[config.mk]
export PLATFORM = sky130hd
export DESIGN_NAME = cacheFillFsm
export DESIGN_NICKNAME = d
export VERILOG_FILES = /design/src/cachePkg.sv /design/src/cacheFillFsm.sv
export VERILOG_INCLUDE_DIRS = /design/src /design/src/src
export SDC_FILE = /design/constraint.sdc
export NUM_CORES = 1
export LEC_CHECK = 0
export BUFFER_PORTS_ARGS = -buffer_cell sky130_fd_sc_hd__buf_2
export CAP_MARGIN = 30
export CORE_MARGIN = 2
export CORE_UTILIZATION = 37
export DETAILED_ROUTE_END_ITERATION = 7
export PLACE_DENSITY = 0.8
export SYNTH_ARGS = -nofsm -noshare
export SYNTH_HDL_FRONTEND = slang
export SYNTH_SLANG_ARGS = --single-unit
[constraint.sdc]
create_clock -name clk -period 1.76 [get_ports clk]
set_input_delay 0.176 -clock clk [delete_from_list [all_inputs] [get_ports clk]]
set_output_delay 0.176 -clock clk [all_outputs]
set_load 0.1 [all_outputs]
[src/cache_params.svh]
`ifndef CACHE_PARAMS_SVH
`define CACHE_PARAMS_SVH

// geometry of the two-way cache for a 16-bit byte address
// the tag sits on top, then the set index, then the byte offset in a block
`define CACHE_TAG_BITS   6
`define CACHE_SET_BITS   6

// eight 16-bit words make up one 16-byte block
`define CACHE_WORD_BITS  3
`define CACHE_WORD_WIDTH 16

// full byte address width, the extra bit selects a byte inside a word
`define CACHE_ADDR_BITS  (`CACHE_TAG_BITS + `CACHE_SET_BITS + `CACHE_WORD_BITS + 1)

// main memory answers a read strobe after this many cycles
`define CACHE_MEM_LATENCY 4

`endif

[src/cachePkg.sv]
`include "cache_params.svh"

package cachePkg;

   // one data word as seen by the CPU, the cache and main memory
   typedef logic [`CACHE_WORD_WIDTH-1:0] wordT;

   // lookup view of an address, used to index the tag stores
   typedef struct packed {
      logic [`CACHE_TAG_BITS-1:0]  tag;
      logic [`CACHE_SET_BITS-1:0]  set;
      logic [`CACHE_WORD_BITS:0]   offset;
   } lookupAddrT;

   // fill view of the same address
   // blockNum covers tag and set together, so a word address is built by
   // appending a word index and a zero byte select
   typedef struct packed {
      logic [`CACHE_TAG_BITS+`CACHE_SET_BITS-1:0] blockNum;
      logic [`CACHE_WORD_BITS-1:0]                wordIdx;
      logic                                       byteSel;
   } fillAddrT;

   // both views overlay one 16-bit address word
   typedef union packed {
      lookupAddrT lookup;
      fillAddrT   fill;
   } cacheAddrU;

   // one metadata entry of a way
   // only way 0's lru field is meaningful, it names the way to evict next
   typedef struct packed {
      logic                       lru;
      logic                       valid;
      logic [`CACHE_TAG_BITS-1:0] tag;
   } metaEntryT;

   // memory-side request, a read strobe or a write-through store
   typedef struct packed {
      logic                        read;
      logic                        write;
      logic [`CACHE_ADDR_BITS-1:0] addr;
      wordT                        writeData;
   } memReqT;

endpackage

[src/cacheFillFsm.sv]
`timescale 1ns/100ps
`include "cache_params.svh"

module cacheFillFsm (
   input  logic                         clk,
   input  logic                         rstN,
   input  cachePkg::cacheAddrU          addr,
   input  logic                         read,
   input  logic                         hit,
   input  cachePkg::wordT               memReadData,
   input  logic                         memReadValid,
   output logic                         memReadStrobe,
   output cachePkg::cacheAddrU          memWordAddr,
   output logic                         fillActive,
   output logic                         fillWordWrite,
   output logic [`CACHE_WORD_BITS-1:0]  fillWordIdx,
   output cachePkg::wordT               fillWordData,
   output logic                         fillTagWrite
);

   localparam int wordsPerBlock = 1 << `CACHE_WORD_BITS;

   typedef enum logic [1:0] {
      fillIdle,
      fillIssue,
      fillWait
   } fillStateT;

   fillStateT                                       state;
   logic [`CACHE_WORD_BITS-1:0]                     issueCnt;
   logic [`CACHE_WORD_BITS-1:0]                     returnCnt;
   logic [`CACHE_TAG_BITS+`CACHE_SET_BITS-1:0]      blockNum;
   logic                                            lastReturn;

   // the eighth returning word closes the fill
   assign lastReturn = memReadValid && (returnCnt == '1);

   always_ff @(posedge clk or negedge rstN) begin
      if (!rstN) begin
         state <= fillIdle;
      end else begin
         case (state)
            // only a read that misses starts a fill, stores never allocate
            fillIdle: begin
               if (read && !hit) begin
                  state <= fillIssue;
               end
            end
            // one strobe per cycle until all eight words are requested
            fillIssue: begin
               if (issueCnt == '1) begin
                  state <= fillWait;
               end
            end
            // with a fixed latency the last word always arrives here
            fillWait: begin
               if (lastReturn) begin
                  state <= fillIdle;
               end
            end
            default: begin
               state <= fillIdle;
            end
         endcase
      end
   end

   // issue counter walks the word index of each strobe
   always_ff @(posedge clk or negedge rstN) begin
      if (!rstN) begin
         issueCnt <= '0;
      end else if (state == fillIssue) begin
         issueCnt <= issueCnt + 1'b1;
      end else begin
         issueCnt <= '0;
      end
   end

   // returns start while strobes are still going out, so count in both
   // busy states and rewind only when idle
   always_ff @(posedge clk or negedge rstN) begin
      if (!rstN) begin
         returnCnt <= '0;
      end else if (state == fillIdle) begin
         returnCnt <= '0;
      end else if (memReadValid) begin
         returnCnt <= returnCnt + 1'b1;
      end
   end

   // the CPU holds its address while stalled, but keep our own copy of the
   // block number so the strobes never depend on that
   always_ff @(posedge clk) begin
      if (state == fillIdle) begin
         blockNum <= addr.fill.blockNum;
      end
   end

   assign memReadStrobe = (state == fillIssue);

   // word address from the fill view, byte select is always the even byte
   always_comb begin
      memWordAddr = '0;
      memWordAddr.fill.blockNum = blockNum;
      memWordAddr.fill.wordIdx  = issueCnt;
      memWordAddr.fill.byteSel  = 1'b0;
   end

   assign fillActive    = (state != fillIdle);
   assign fillWordWrite = fillActive & memReadValid;
   assign fillWordIdx   = returnCnt;
   assign fillWordData  = memReadData;
   assign fillTagWrite  = fillActive & lastReturn;

   // memory only answers our strobes, so data can never show up while idle
   noDataInIdle: assert property (@(posedge clk) disable iff (!rstN)
      memReadValid |-> state != fillIdle)
      else $error("memory data arrived with no fill in progress");

   // every fill sends one unbroken burst of exactly one strobe per word
   strobeBurst: assert property (@(posedge clk) disable iff (!rstN)
      $rose(fillActive) |-> memReadStrobe [*wordsPerBlock] ##1 !memReadStrobe)
      else $error("fill strobe burst has the wrong length");

   // the return counter relies on memory keeping its fixed latency
   fixedLatency: assert property (@(posedge clk) disable iff (!rstN)
      memReadStrobe |-> ##`CACHE_MEM_LATENCY memReadValid)
      else $error("memory did not answer after the expected latency");

endmodule

==> results.md <==
* Status: completed
* Layout cell share with drive strength beyond 1 at 0.562
* Synthesized area at 870 um2
* Hold Path Cell Cnt at 1
* Leading area contributor after synthesis: edfxtp_1
* Type of origin of the critical path: flip-flop
* WL final at between 1 and 1.5 mm
* WP data required at 1.58 ns
* Final core area utilization at 0.472
* Crit-path max cell delay at 0.50 ns
* H-tree depth at 1
* CP top delay family: flip-flops
* Initial antenna violation count at 0
* Worst r2r src: state[0]
* I/O Pins at 76
* Nets at 131
* Drt via density at between 4 and 5
* Clock transition at path regs at 0.10 ns
* Via count at approximately 500
* N_diodes at 0
* Setup crit end kind: output port
* FF+latch area at 569 um2
* Full die area at 0.00275 mm2
* #FFs+latches synth at 20
* Routed Antenna Nets at 0
* Warnings, synthesis at 0
* Kind of critical path: flip-flop to output port
* Worst hold start: addr[10]
* Core area at 0.00221 mm2
* Post-synthesis sequential area ratio at 0.645
* DRC at 0
* Hold Vio Cnt, Final at 0
* Die height at 52.5 um
* R2R depth at 3
* Total GRT Usage at 0.110
* Slowest library cell on the worst path: dfrtp_4
* Final GP Congestion at 0.599
* Final Skew at roughly 0.0037 ns
* Hold Path Class: input port to flip-flop
* Most frequent CP cell: ha_1
* Iter 0 DRT Violations at 3
* Post-synthesis cell count at 62
* # rows at 17
* Remaining Overflow, GRT at 0
* Fill count at 220
* Sum of buffers and inverters on the critical path at 1
* Post-CTS setup buffers at 0
* Multi-input logic area at 180 um2
* Setup_tns at 0 ns
* Largest fanout on the critical path at 3
* Max Buffers Root-to-Sink at 2
* RSZ-0062 raised after global routing: no
* Reg-to-Reg End: blockNum[8]
* Post-Syn Area per Cell at 14.0 um2
* Worst EP arrival at approximately 1.5 ns
* Clk sinks at 20
* Vias in the first global route at between 400 and 500
* HPWL Detailed at 1.11 mm
* Crit path cell chain: ha_1, ha_1, nand2_2, nor2_4, buf_12
* Largest net degree at the start of global routing at 13
* CTS tree: done
* Fin. max-slew vios at 0
* Initial Util at 0.393
* Die width at 52.5 um
* Distinct cells, synth at 17
* Drt first pass iters at 3
* Hold Path End: blockNum[6]
* Clk Tree Root Cell: clkbuf_4
* Area delta synth->final at 20.1%
* Drt wl/cell at 11.8 um
* Clock latency on the worst-skew pair at 0.28 ns
* Synth area leaders: edfxtp_1 41%, dfrtp_1 23%, buf_4 15%
* Period minus WS final at ~1.7 ns
* Fmax at 600 MHz
* Tcrit/Tclk final at 0.947
* CTS Buf Count at 3
* Setup violators final at 0
* IO buf count at 38
* Max-cap violation count at 0
* First-pass GRT wire length at approximately 2.2 mm
* Worst reg-to-reg setup slack at 0.37 ns
* Post-Synthesis Net Count at slightly above 100
* Share of the synthesized area in the top cell type at 0.414
-- logic make-up (layout without fill, tap and decap cells) --
family	Yosys count	in the layout	share of synthesized area
and+or+nand+nor	12	12	0.0720
xor gates and xnor gates	1	1	0.0101
muxes	2	2	0.0230
adders and majority gates	4	4	0.0576
buffers and inverters	20	47	0.160
other	1	1	0.00431
AOI/OAI and AO/OA	2	2	0.0288
DFF	20	20	0.645
-- sequential cells by signal (all words and copies together), names as in the netlist --
register,cells
blockNum,12
fillWordIdx,3
issueCnt,3
state,2
-- what timing repair did --
item,CTS,global route
endpoints found under the hold margin,8,0
setup endpoints to repair,0,1
hold buffers,1,0
resized for setup,0,1
-- cells in the final DEF (no fill, tap or decap), drive strengths merged --
cell / synthesis / final
buf: 17 / 39
edfxtp: 12 / 12
dfrtp: 8 / 8
nor2: 5 / 5
ha: 4 / 4
clkbuf: 0 / 4
and2: 3 / 3
inv: 3 / 3
mux2i: 2 / 2
or2: 1 / 1
nand2b: 1 / 1
nand2: 1 / 1
nor2b: 1 / 1
a22o: 1 / 1
xnor2: 1 / 1
o32ai: 1 / 1
conb: 1 / 1
dlygate4sd3: 0 / 1
-- through the flow --
| step | instance area, um2 | hold WS, ns | instances | worst slack [ns] |
|---|---|---|---|---|
| floorplan | 886 | -0.120 | 62 | 0.0478 |
| global route | 1040 | 0.0383 | 117 | 0.0135 |
| CTS | 1040 | 0.0482 | 117 | 0.0448 |
| global placement | 1010 | 0.0231 | 112 | 0.390 |
| detailed placement | 1010 | 0.0308 | 112 | 0.369 |
| finish | 1040 | 0.0612 | 117 | 0.0929 |
-- final cells by class --
cell class / instances / share of cell area
Sequential cell: 20 / 0.545
Timing Repair Buffer: 40 / 0.213
Inverter: 3 / 0.0108
Multi-Input combinational cell: 22 / 0.172
Tap cell: 28 / 0.0335
Clock buffer: 4 / 0.0251
-- worst max path at each step --
stage,startpoint,cells past startpoint,slack [ns],end
floorplan,state[0],3,0.05,fillTagWrite
global placement,state[0],3,0.39,blockNum[7]
detailed placement,state[0],3,0.37,blockNum[7]
CTS,fillWordIdx[0],5,0.04,fillTagWrite
global route,fillWordIdx[0],5,0.01,fillTagWrite
finish,fillWordIdx[0],5,0.09,fillTagWrite
-- synthesized netlist by cell type --
cell and count:
dfrtp_1 8, nand2_1 1, mux2i_1 2, inv_1 2, and2_1 3, xnor2_1 1, edfxtp_1 12, or2_4 1
inv_2 1, nor2_1 5, buf_4 17, nor2b_1 1, a22o_1 1, o32ai_2 1, conb_1 1, nand2b_1 1
ha_1 4
-- routing by layer --
metal,part of all wire,wire length (um),global-route usage,up-vias
met5,0,0,0,-
met4,0.0029,4,0.0299,0
met1,0.38,520,0.122,229
li1,-,-,-,244
met3,0.13,176,0.0486,2
met2,0.49,684,0.190,27
Power is left out: the tool's default activity adds up to more than one toggle a clock period on the data nets, which glitch-free logic cannot reach.
